--- config.mk ---
export PLATFORM = sky130hd
export DESIGN_NAME = bus_arbiter
export DESIGN_NICKNAME = d
export VERILOG_FILES = /design/src/soc_pkg.sv /design/src/bus_arbiter.sv
export SDC_FILE = /design/constraint.sdc
export NUM_CORES = 1
export LEC_CHECK = 0
export CORE_AREA = 4 4 152 154
export CTS_CLUSTER_DIAMETER = 80
export DETAILED_ROUTE_END_ITERATION = 7
export DIE_AREA = 0 0 156 158
export DONT_BUFFER_PORTS = 1
export HOLD_SLACK_MARGIN = 0.15
export MAX_ROUTING_LAYER = met4
export SYNTH_ARGS = -nofsm -noshare
export SYNTH_HDL_FRONTEND = slang
export SYNTH_SLANG_ARGS = --single-unit
--- constraint.sdc ---
create_clock -name i_clock -period 7.6 [get_ports i_clock]
set_input_delay 0.76 -clock i_clock [delete_from_list [all_inputs] [get_ports i_clock]]
set_output_delay 0.76 -clock i_clock [all_outputs]
set_load 0.01 [all_outputs]
--- src/soc_pkg.sv ---
`default_nettype none

package soc_pkg;

	// ==========================================================
	// Bus field types
	// ==========================================================

	typedef logic [31:0] addr_t;
	typedef logic [31:0] data_t;
	typedef logic [3:0]  region_t;
	typedef logic [3:0]  slot_t;
	typedef logic [1:0]  master_id_t;
	typedef logic [9:0]  led_t;

	// Requestor identities
	localparam master_id_t MASTER_NONE = 2'd0;
	localparam master_id_t MASTER_IBUS = 2'd1;
	localparam master_id_t MASTER_DBUS = 2'd2;
	localparam master_id_t MASTER_DMA  = 2'd3;

	// ==========================================================
	// Address map
	// ==========================================================

	localparam region_t REGION_ROM    = 4'h0;
	localparam region_t REGION_RAM    = 4'h2;
	localparam region_t REGION_BRIDGE = 4'h5;

	localparam slot_t SLOT_SYSREG = 4'h9;

	localparam int ROM_WORDS = 16;

	// ==========================================================
	// Bus structs and arbiter state
	// ==========================================================

	typedef struct packed {
		logic  request;
		logic  rw;
		addr_t address;
		data_t wdata;
	} bus_req_t;

	typedef struct packed {
		logic  ready;
		data_t rdata;
	} bus_rsp_t;

	typedef enum logic [1:0] {
		ARB_IDLE,
		ARB_BUSY,
		ARB_DONE
	} arb_state_e;

endpackage

`default_nettype wire

--- src/bus_arbiter.sv ---
`timescale 1ns/1ps
`default_nettype none

module bus_arbiter (
	input  logic                i_clock,
	input  logic                i_rst_n,

	input  soc_pkg::bus_req_t   i_ibus,
	input  soc_pkg::bus_req_t   i_dbus,
	input  soc_pkg::bus_req_t   i_dma,
	output soc_pkg::bus_rsp_t   o_ibus,
	output soc_pkg::bus_rsp_t   o_dbus,
	output soc_pkg::bus_rsp_t   o_dma,

	output soc_pkg::bus_req_t   o_bus,
	input  soc_pkg::bus_rsp_t   i_bus,
	output soc_pkg::master_id_t o_grant
);
	import soc_pkg::*;

	arb_state_e state;
	master_id_t grant;
	master_id_t pick;
	bus_req_t   pick_req;
	logic       bus_rw;
	addr_t      bus_address;
	data_t      bus_wdata;
	data_t      rsp_rdata;
	logic       done;

	// Data port first, then instruction, then DMA
	always_comb begin
		pick = MASTER_NONE;
		pick_req = i_dma;
		if (i_dbus.request) begin
			pick = MASTER_DBUS;
			pick_req = i_dbus;
		end else if (i_ibus.request) begin
			pick = MASTER_IBUS;
			pick_req = i_ibus;
			// Fetches are always reads
			pick_req.rw = 1'b0;
		end else if (i_dma.request) begin
			pick = MASTER_DMA;
		end
	end

	always_ff @(posedge i_clock or negedge i_rst_n) begin
		if (!i_rst_n) begin
			state <= ARB_IDLE;
			grant <= MASTER_NONE;
		end else begin
			case (state)
				ARB_IDLE: begin
					if (pick != MASTER_NONE) begin
						state <= ARB_BUSY;
						grant <= pick;
					end
				end
				ARB_BUSY: begin
					if (i_bus.ready)
						state <= ARB_DONE;
				end
				ARB_DONE: begin
					state <= ARB_IDLE;
					grant <= MASTER_NONE;
				end
				default: state <= ARB_IDLE;
			endcase
		end
	end

	always_ff @(posedge i_clock) begin
		if (state == ARB_IDLE && pick != MASTER_NONE) begin
			bus_rw <= pick_req.rw;
			bus_address <= pick_req.address;
			bus_wdata <= pick_req.wdata;
		end
		if (state == ARB_BUSY && i_bus.ready)
			rsp_rdata <= i_bus.rdata;
	end

	// Bus request is high for the whole busy state
	assign o_bus = '{request: (state == ARB_BUSY), rw: bus_rw,
		address: bus_address, wdata: bus_wdata};

	assign done = (state == ARB_DONE);
	assign o_ibus = '{ready: done && grant == MASTER_IBUS, rdata: rsp_rdata};
	assign o_dbus = '{ready: done && grant == MASTER_DBUS, rdata: rsp_rdata};
	assign o_dma = '{ready: done && grant == MASTER_DMA, rdata: rsp_rdata};
	assign o_grant = grant;

endmodule

`default_nettype wire

# After elaboration in Yosys (flattened, before gate mapping)
# Index checks and enable logic that the tools add are counted.
# W data, S select, Z words.
# totals
regBits	101
inputBits	233
out_inout_bits	167
word_cells	33
# op_classes
eq_ne	7
n_mux	10
n_reduce_logical	10
# ops
cell	n
$mux W65	2
$mux W2	6
$pmux W2 S2	2
$eq A2 B2 Y1 const B	3
$logic_and A1 B1 Y1	5
$eq A2 B1 Y1 const B	2
$ne A2 B1 Y1 const B	2
$reduce_and A2 Y1	2
$reduce_bool A2 Y1	2
$logic_not A2 Y1	1

# Depth between registers and ports, before layout
# Gate-level depths: netlist of run 1.
# logic_depth
depth_word	6
mapped_depth	5
mapped_depth_nobuf	3

# Worst setup path after synthesis of run 1
# No wires, ideal clock.
# synth_path
path_kind	input to register
start	input i_ibus[65] (netlist bit)
end	register bus_address[0], enable pin
setup_time_ns	0.585
arrival_time_ns	5.897
required_time_ns	7.015
path_slack_ns	1.118
cell_stages	4
n_path_buf	2
cell_sequence	buf_6 buf_12 nor2_1 a211oi_1
# synth_via
elab_chain_len	4
# synth_lines
element	line_no	text
start, declared	bus_arbiter.sv:8	input soc_pkg::bus_req_t i_ibus,
$mux W2	bus_arbiter.sv:38	end else if (i_ibus.request) begin
$mux W2	bus_arbiter.sv:35	if (i_dbus.request) begin
$reduce_bool A2 Y1	bus_arbiter.sv:74	if (state == ARB_IDLE && pick != MASTER_NONE) begin
$logic_and A1 B1 Y1	bus_arbiter.sv:74	
end signal, assigned	bus_arbiter.sv:76	bus_address <= pick_req.address;
end, declared	bus_arbiter.sv:26	addr_t bus_address;
# No other way between the ends.
# A chain may end at the register's enable or synchronous reset.

# Worst setup path in the final report of run 1
# layout_path
start	input i_ibus[65] (netlist bit)
end	register bus_address[18], enable pin
# The elaborated chain is that of the path after synthesis.

==> impl_summary.md, run 1 <==
Placement
The HPWL reported at the end of detailed placement is between 10 and 15 mm. The worst setup slack before clock tree synthesis is 4960 ps. The routability congestion estimate from global placement is 0.754. The count of buffers added on input and output ports is 0.

GRT
Entering global routing, the biggest net connects approximately 140 pins. The total track usage is 0.109. The total congestion overflow is 0. The via count of the first global-routing pass was 2927. The initial antenna violation count is 1.

The first global-routing pass estimated 18.7 mm of wire.

Route
The detailed router finished its first iteration with 138 violations. The number of detailed-route iterations in the first pass is 4. The wire length after detailed routing is 14.4 mm. The via total after detailed routing is 2748. The final routed DRC violation total is 0.

The number of nets still failing antenna checks after routing is 0. The via density per instance is around 4.5. The average wire length per cell after detail routing is 23.5 um.

Timing
The relative slew slack is 0.486. Setup violations remaining at the end of the flow were counted as 0. For the pin with the worst max-slew slack, the measured transition is 770 ps. Once routing completed, OpenROAD measured the worst setup slack at 5370 ps. The part of the cycle the worst path needs is 0.293. For the final routed database, the setup TNS stands at 0 ps. Setup repair after global routing left no endpoint under its margin. Static timing analysis puts the maximum clock frequency at around 450 MHz. The number of hold violations in the final report is 0.

The minimum period implied by the final worst setup slack is about 2200 ps. On the final layout, the worst clock skew is 11.7 ps. The max-slew violation count was 0.

Setup path
The data arrival time of the critical path is about 2200 ps. The library cell contributing the largest single delay on the critical path is sky130_fd_sc_hd__buf_4. Traced cell by cell, the critical path runs through nor2_1 -> a211oi_4 -> buf_4. The number of buffer and inverter instances along the worst setup path is 1. The category of the worst setup path capture point is a flop. The critical path's largest stage delay is roughly 680 ps. For the worst setup path, the data required time is between 7000 and 8000 ps. The cell family with the largest share of critical-path delay is buffers and inverters. The number of gates on the worst path with buffers counted is 3. The sort of element at the start of the critical path is an input pin.

The largest driver fanout on the critical path is 68. Measured in cells, the most critical reg-to-reg path has a length of 2. The type of the setup path with the least slack is input pin to flop.

Power and ir drop
Internal power comes to between 0.001 and 0.0015 W. The net switching power of the design is 0.000401 W. The share of total power dissipated in combinational logic is 0.077. The fraction of power consumed by sequential logic is 0.590.

Power spread over the standard cell area amounts to 289 nW/um^2. Across the VDD grid, the largest voltage drop is about 96 uV. Of the total power, the share spent switching nets is 0.275. Of the total power, the clock network draws 0.333. The analysis attributes to cell leakage a power of 1.78 nW.

Floorplan
The initial utilization of the core area, before any placement, comes to 0.231. The chip width is around 160 um. For this design the top-level I/O count stands at 400. The area of the die is 24600 sq um. The chip height is 158 um.

The floorplan step defined a core boundary enclosing between 20000 and 25000 sq um. In this run the core area contains 54 standard-cell rows.

Synth
sky130_fd_sc_hd__edfxtp_1 is the most common cell in the netlist. The most instantiated flip-flop cell in the synthesis netlist is sky130_fd_sc_hd__edfxtp_1. The share of the Yosys chip area taken by registers is 0.602. The Yosys warning count is 0. Averaged over all synthesized cells, the footprint is around 12 sq um. The cell area after synthesis is 5000 sq um.

Synthesis produced 402 cells. Synthesis inferred 101 register bits. The net count after synthesis is roughly 640. The netlist uses 22 different library cells.

After synthesis, the most frequently instantiated cells are sky130_fd_sc_hd__edfxtp_1, sky130_fd_sc_hd__buf_4, sky130_fd_sc_hd__mux2i_1, sky130_fd_sc_hd__nand2_1, sky130_fd_sc_hd__o21ai_0. The synthesized design contains just under 100 enable-type register cells. The share of synthesized area in the top cell type comes to 0.582. The async set-or-reset flop fraction in the synthesized netlist is 0.0396. The leading area contributor after synthesis is sky130_fd_sc_hd__edfxtp_1. In the post-synthesis netlist, the biggest area contributors are sky130_fd_sc_hd__edfxtp_1, sky130_fd_sc_hd__mux2i_1, sky130_fd_sc_hd__buf_4, sky130_fd_sc_hd__nand2_1, sky130_fd_sc_hd__o21ai_0.

Finish
In the final layout, the share of cells above drive strength 1 is 0.0515. Relative to the synthesized area, the layout overhead comes to 0.700%. The area of the multi-input gates is 1340 sq um. The final cell utilization of the core is 0.232.

The final layout contains 560 nets. The number of filler cells placed in the layout is about 2300. The sequential cells in the finished layout cover a total of around 3000 sq um.

Job
Across the run, the number of max-cap violations was 0.

Clock network
The number of sinks driven by the clock tree is 101. After clock tree synthesis, the clock-pin slew on the worst setup and hold paths is 70 ps. The cell at the root of the clock tree is sky130_fd_sc_hd__clkbuf_16.

The clock passes through at most 2 buffers. The CTS tree is done. The number of H-tree branching levels is 3. For the worst-skew pair, the clock arrives at the later sink with an insertion delay of 340 ps.

The number of buffers created by CTS is 9. The total of cells resized after clock tree synthesis is 0.

Min path
The classification of the worst-slack hold path is input pin to flop. The cell depth of the worst min-delay path is 1.

Run status
The flow ran to the end, and the final reports show no timing, DRC or antenna violations.
-- metrics by stage --
step | power [W] | cells | cell area [sq um] | hold WS, ps
6_report | 0.00146 | 611 | 5040 | 506
5_1_grt | 0.00153 | 611 | 5040 | 477
4_1_cts | 0.00149 | 610 | 5040 | 483
3_5_place_dp | 0.000992 | 595 | 4720 | 465
3_3_place_gp | 0.000985 | 595 | 4720 | 465
2_1_floorplan | 0.000992 | 402 | 5000 | 464
-- routing by layer --
metal,vias to the layer above,routed length [um],global-route usage,part of all wire
met5,-,0,-,0
met4,0,282,0.0383,0.020
met3,14,2100,0.0678,0.15
met2,276,7460,0.190,0.52
met1,1239,4540,0.0954,0.32
li1,1219,-,-,-
-- sequential cells by signal, indices dropped and copies added (netlist names) --
register and flops:
bus_rw 1, bus_wdata 32, bus_address 32, state 2
rsp_rdata 32, o_grant 2
-- power by group through the flow --
stage               clock network [W]  registers (W)  logic [W]
global route                 0.000530       0.000873   0.000125
CTS                          0.000507       0.000866   0.000116
floorplan                           0       0.000822   0.000170
finish                       0.000485       0.000860   0.000112
global placement                    0       0.000876   0.000109
detailed placement                  0       0.000876   0.000116
-- final timing paths --
kind / start / end / slack [ps]
worst max register to register: state[1]$_DFFE_PN0P_ / bus_address[18]$_DFFE_PP_ / 5410
worst max-delay path: i_ibus[65] / bus_address[18]$_DFFE_PP_ / 5370
worst min-delay path: i_bus[32] / state[0]$_DFFE_PN0P_ / 510
max in group asynchronous: i_rst_n / o_grant[0]$_DFFE_PN0P_ / 6750
min in group asynchronous: i_rst_n / state[1]$_DFFE_PN0P_ / 680
worst min register to register: state[1]$_DFFE_PN0P_ / state[0]$_DFFE_PN0P_ / 640
-- placed cells by master (no fill, tap or decap), types with 4 or more instances in the layout --
cell	n
sky130_fd_sc_hd__mux2i_1	64
sky130_fd_sc_hd__clkbuf_16	9
sky130_fd_sc_hd__nor2_1	6
sky130_fd_sc_hd__o21ai_1	18
sky130_fd_sc_hd__nand2_1	64
sky130_fd_sc_hd__edfxtp_1	97
sky130_fd_sc_hd__o21ai_0	46
sky130_fd_sc_hd__dfrtp_1	4
-- final cells by class --
cell class,count,area share
multi-input combinational,211,0.266
timing repair buffer,3,0.00497
antenna,1,0.000497
clock buffer,10,0.0454
clock inverter,4,0.0149
inverter,1,0.000745
sequential,101,0.598
tap,280,0.0695
-- kinds of logic after synthesis --
kind of cell    Yosys count  synth area share
buf+inv                  90             0.133
simple gates             77            0.0635
compound gates           70            0.0740
flops                   101             0.602
mux                      64             0.128
-- repair_timing --
item,in CTS,in global routing
hold buffers,1,0
hold endpoints to repair,4,0
setup buffers,0,0
(Power assumes the default switching activity.)
==> run 2: changes to the inputs <==
==> constraint.sdc (replaced) <==
create_clock -name i_clock -period 2.2 [get_ports i_clock]
set_input_delay 0.22 -clock i_clock [delete_from_list [all_inputs] [get_ports i_clock]]
set_output_delay 0.22 -clock i_clock [all_outputs]
set_load 0.01 [all_outputs]
==> impl_summary.md, run 2 <==
Synth
The post-synthesis sequential element count came to 101 (unchanged). The count of unique library cells instantiated by Yosys is 22 (unchanged). The fraction of synthesized cell area taken by the top area cell type is 0.582 (unchanged).

The async set-or-reset flop fraction in the synthesized netlist is 0.0396 (unchanged). The mean cell area of the mapped netlist was 12.4 sq um (unchanged). The net count after synthesis is 635 (unchanged). The commonest cells after synthesis are sky130_fd_sc_hd__edfxtp_1, sky130_fd_sc_hd__buf_4, sky130_fd_sc_hd__mux2i_1, sky130_fd_sc_hd__nand2_1, sky130_fd_sc_hd__o21ai_0. By area the synthesized netlist is led by sky130_fd_sc_hd__edfxtp_1, sky130_fd_sc_hd__mux2i_1, sky130_fd_sc_hd__buf_4, sky130_fd_sc_hd__nand2_1, sky130_fd_sc_hd__o21ai_0.

The register area share after synthesis is 0.602 (unchanged). The Yosys warning count is 0 (unchanged). The number of cells produced by synthesis is 402 (unchanged).

The most frequently used cell type in the post-synthesis netlist is sky130_fd_sc_hd__edfxtp_1. The cell area after synthesis is 5000 sq um (unchanged). The most instantiated flip-flop cell in the synthesis netlist is sky130_fd_sc_hd__edfxtp_1. The leading area contributor after synthesis is sky130_fd_sc_hd__edfxtp_1. The number of enable flip-flop cells after synthesis is 97 (unchanged).

Clock network
The maximum buffer depth of the clock tree is 2 (unchanged). The number of sinks driven by the clock tree is 101 (unchanged). The number of buffers added to fix hold violations after cts came to 123 (+122). The cell at the root of the clock tree is sky130_fd_sc_hd__clkbuf_16. The number of buffers added for setup after CTS is 0 (unchanged).

The number of buffers created by CTS is 9 (unchanged). The number of H-tree branching levels was 3 (unchanged). The total of cells resized after clock tree synthesis is 0 (unchanged).

Placement
The routability congestion estimate from global placement is 0.774 (+2.7%). The HPWL reported at the end of detailed placement came to 12.3 mm (+9.0%). The number of port buffers is 0 (unchanged). The cell area after placement came to 4760 sq um (+0.69%).

Run status
The flow did not finish. The tool reported: "[ERROR RSZ-0060] Max buffer count reached". The stage where the flow stopped is clock tree synthesis.

Floorplan
The chip width is 156 um (unchanged). The number of core rows was 54 (unchanged). The starting density of the core is 0.231 (unchanged). The chip height is 158 um (unchanged). The number of ports placed on the die boundary is 400 (unchanged).
[run 2: cell counts after synthesis]
Identical to the previous run, type by type.
[run 2: logic make-up after synthesis]
family,count (synthesis),share of synthesized area
flip-flops,101,0.602
buffers and inverters,90,0.133
AND/OR/NAND/NOR,77,0.0635
AO/OA/AOI/OAI,70,0.0740
multiplexers,64,0.128
[run 2: stage by stage]
step | setup TNS [ps] | instances | setup slack, ps
floorplan | -31430 | 402 | -484
global placement | 0 | 595 | 594
detailed placement | 0 | 595 | 520
==> run 3: changes to the inputs <==
==> config.mk (replaced) <==
export PLATFORM = sky130hd
export DESIGN_NAME = bus_arbiter
export DESIGN_NICKNAME = d
export VERILOG_FILES = /design/src/soc_pkg.sv /design/src/bus_arbiter.sv
export SDC_FILE = /design/constraint.sdc
export NUM_CORES = 1
export LEC_CHECK = 0
export CORE_AREA = 4 4 151 153
export DETAILED_ROUTE_END_ITERATION = 7
export DIE_AREA = 0 0 155 157
export DONT_BUFFER_PORTS = 1
export PLACE_DENSITY_LB_ADDON = 0.15
export SYNTH_ARGS = -nofsm -noshare
export SYNTH_HDL_FRONTEND = slang
export SYNTH_SLANG_ARGS = --single-unit
==> impl_summary.md, run 3 (same netlist as run 1, synthesis figures left out) <==
Clock network
The later pin in the worst-skew pair is clocked with a latency of between 300 and 400 ps. The number of H-tree branching levels is 3 (unchanged). Clock-pin slew was measured on the worst setup and hold paths at 70 ps. The maximum buffer depth of the clock tree is 2 (unchanged). The root buffer cell chosen for the clock tree is sky130_fd_sc_hd__clkbuf_16. The total of cells resized after clock tree synthesis was 0 (unchanged). TritonCTS built the clock tree.

The number of sinks driven by the clock tree came to 101 (unchanged). The number of buffers created by CTS came to 9 (unchanged). The number of buffers added for setup after CTS was 0 (unchanged).

Route
In the final routed layout, each cell accounts on average for 23.0 um. The iteration-0 DRC count of the detailed router is between 80 and 90. The via total after detailed routing is 2802. The via density per instance is 4.32.

The final routed DRC violation total is 0. The number of detailed-route iterations in the first pass is 4. The number of nets still failing antenna checks after routing is 0. The wire length after detailed routing is approximately 15 mm.

Finish
The largest registers in the layout are bus_address: 32 flops, bus_wdata: 32 flops, rsp_rdata: 32 flops. The number of inserted diodes is 0. Leaving out fill and tap cells, the most frequent cell in the layout is sky130_fd_sc_hd__edfxtp_1. After filler insertion, the fill cell instance count of the layout stands at 2221. In the final design database the tool counted between 500 and 600 nets.

The final cell utilization of the core is 0.251. The share of final-layout standard cells stronger than drive strength 1 is 0.0652. The area added between synthesis and finish is 8.25%. In the layout the commonest cells are sky130_fd_sc_hd__edfxtp_1, sky130_fd_sc_hd__mux2i_1, sky130_fd_sc_hd__nand2_1, sky130_fd_sc_hd__o21ai_0, sky130_fd_sc_hd__dlygate4sd3_1.

Placement
The HPWL reported at the end of detailed placement is 11.7 mm (-4.8%). The routability congestion estimate from global placement was 0.717 (-7.3%). The number of port buffers is 0 (unchanged).

GRT
The pin count of the biggest net entering global routing is around 140. The via count of the first global-routing pass is 2992. Across every metal layer, demand over resource in global routing totals 0.112. The initial antenna violation count came to 1. Summed over all layers, the global routing overflow is 0. The first-pass GRT wire length is 19.7 mm.

Timing
For the pin with the worst max-slew slack, the measured transition is 568 ps. The part of the cycle the worst path needs is 0.774. The aggregate negative setup slack is 0 ps. Setup repair after global routing left no endpoint under its margin. The relative slew slack is 0.616. The max-slew violation count came to 0. The post-route clock skew is 7.59 ps. The minimum period implied by the final worst setup slack is 1700 ps. The number of hold violations in the final report came to 0.

The number of failing setup endpoints in the final timing report is 0. The upper clock frequency limit is 587 MHz.

Floorplan
The chip height was 157 um (-0.63%). The die covers between 20000 and 25000 sq um. The starting density of the core came to 0.232 (+0.00145). The number of ports placed on the die boundary is 400 (unchanged). The number of core rows came to 54 (unchanged). The chip width was 155 um (-0.64%). The core region area is 21600 sq um.

Min path
The min-delay analysis places its worst path in the category input pin to flop.

Setup path
The category of the worst setup path capture point is an output port. Of all nets on the critical path, the largest fanout is 11. The worst path required time is 1980 ps. STA classifies the critical path startpoint as a flop. The critical path is of the flop to output port type.

At the worst endpoint, the arrival time is 1480 ps.

Job
Across the run, the number of max-cap violations was 0.

Power and ir drop
In this run the power density over the cells is ~940 nW/um^2. The analysis attributes to cell leakage a power of approximately 1.9 nW. The peak ir drop on the vdd network is 276 uV.

Run status
The flow ran to the end, and the final reports show no timing, DRC or antenna violations.
==> run 3: critical path: stages (launching register included) <==
cell,delay [ps]
sky130_fd_sc_hd__dfrtp_1,500
sky130_fd_sc_hd__nor4bb_1,430
sky130_fd_sc_hd__buf_4,200
==> run 3: path summary, 6_finish.rpt <==
kind                       slack, ps                       end  cells after the start            startpoint
hold reg to reg                  660      state[0]$_DFFE_PN0P_                      1  state[1]$_DFFE_PN0P_
min in group asynchronous        150      state[0]$_DFFE_PN0P_                      1               i_rst_n
setup / recovery                 500                o_dbus[32]                      2  state[0]$_DFFE_PN0P_
setup reg to reg                 540    rsp_rdata[8]$_DFFE_PP_                      4  state[0]$_DFFE_PN0P_
hold / removal                    70  bus_address[9]$_DFFE_PP_                      2            i_dbus[41]
max in group asynchronous       1870      state[1]$_DFFE_PN0P_                      1               i_rst_n
==> run 3: timing repair <==
| item | in CTS | in global routing |
|---|---|---|
| setup endpoints to repair | 0 | 0 |
| endpoints found under the hold margin | 38 | 0 |
| hold buffers | 34 | 0 |
==> run 3: layout make-up <==
type | count | area (sq um) | area share
flip-flops and latches | 101 | 3010 | 0.556
multi-input cells | 211 | 1350 | 0.249
repair buffers | 39 | 403 | 0.0744
well taps | 280 | 350 | 0.0647
clock buffers | 10 | 229 | 0.0423
clock inverters | 6 | 70.1 | 0.0129
inverters | 1 | 3.75 | 0.000693
==> run 3: metrics by stage <==
stage / setup WS [ps] / area (sq um) / power (W) / instances / hold WS, ps
after detailed placement: 527 / 4780 / 0.00349 / 598 / -75.2
after floorplan: -484 / 5040 / 0.00341 / 402 / -75.6
after CTS: 499 / 5420 / 0.00523 / 648 / 39.1
after global placement: 583 / 4780 / 0.00349 / 598 / -75.2
after global routing: 451 / 5420 / 0.00536 / 648 / 50.4
final: 497 / 5420 / 0.00508 / 648 / 66.8
==> run 3: metal layers <==
metal | GRT usage | vias up | routed length, um
met4 | 0.0395 | 2 | 260
met1 | 0.106 | 1235 | 4800
met3 | 0.0495 | 18 | 1660
met5 | 0 | - | 13
met2 | 0.215 | 254 | 8150
li1 | - | 1293 | -
==> run 3: power by group <==
group	switching, W	internal, W
registers	0.000449	0.00251
clock network	0.000735	0.000896
logic	0.000270	0.000215
total	0.00145	0.00363
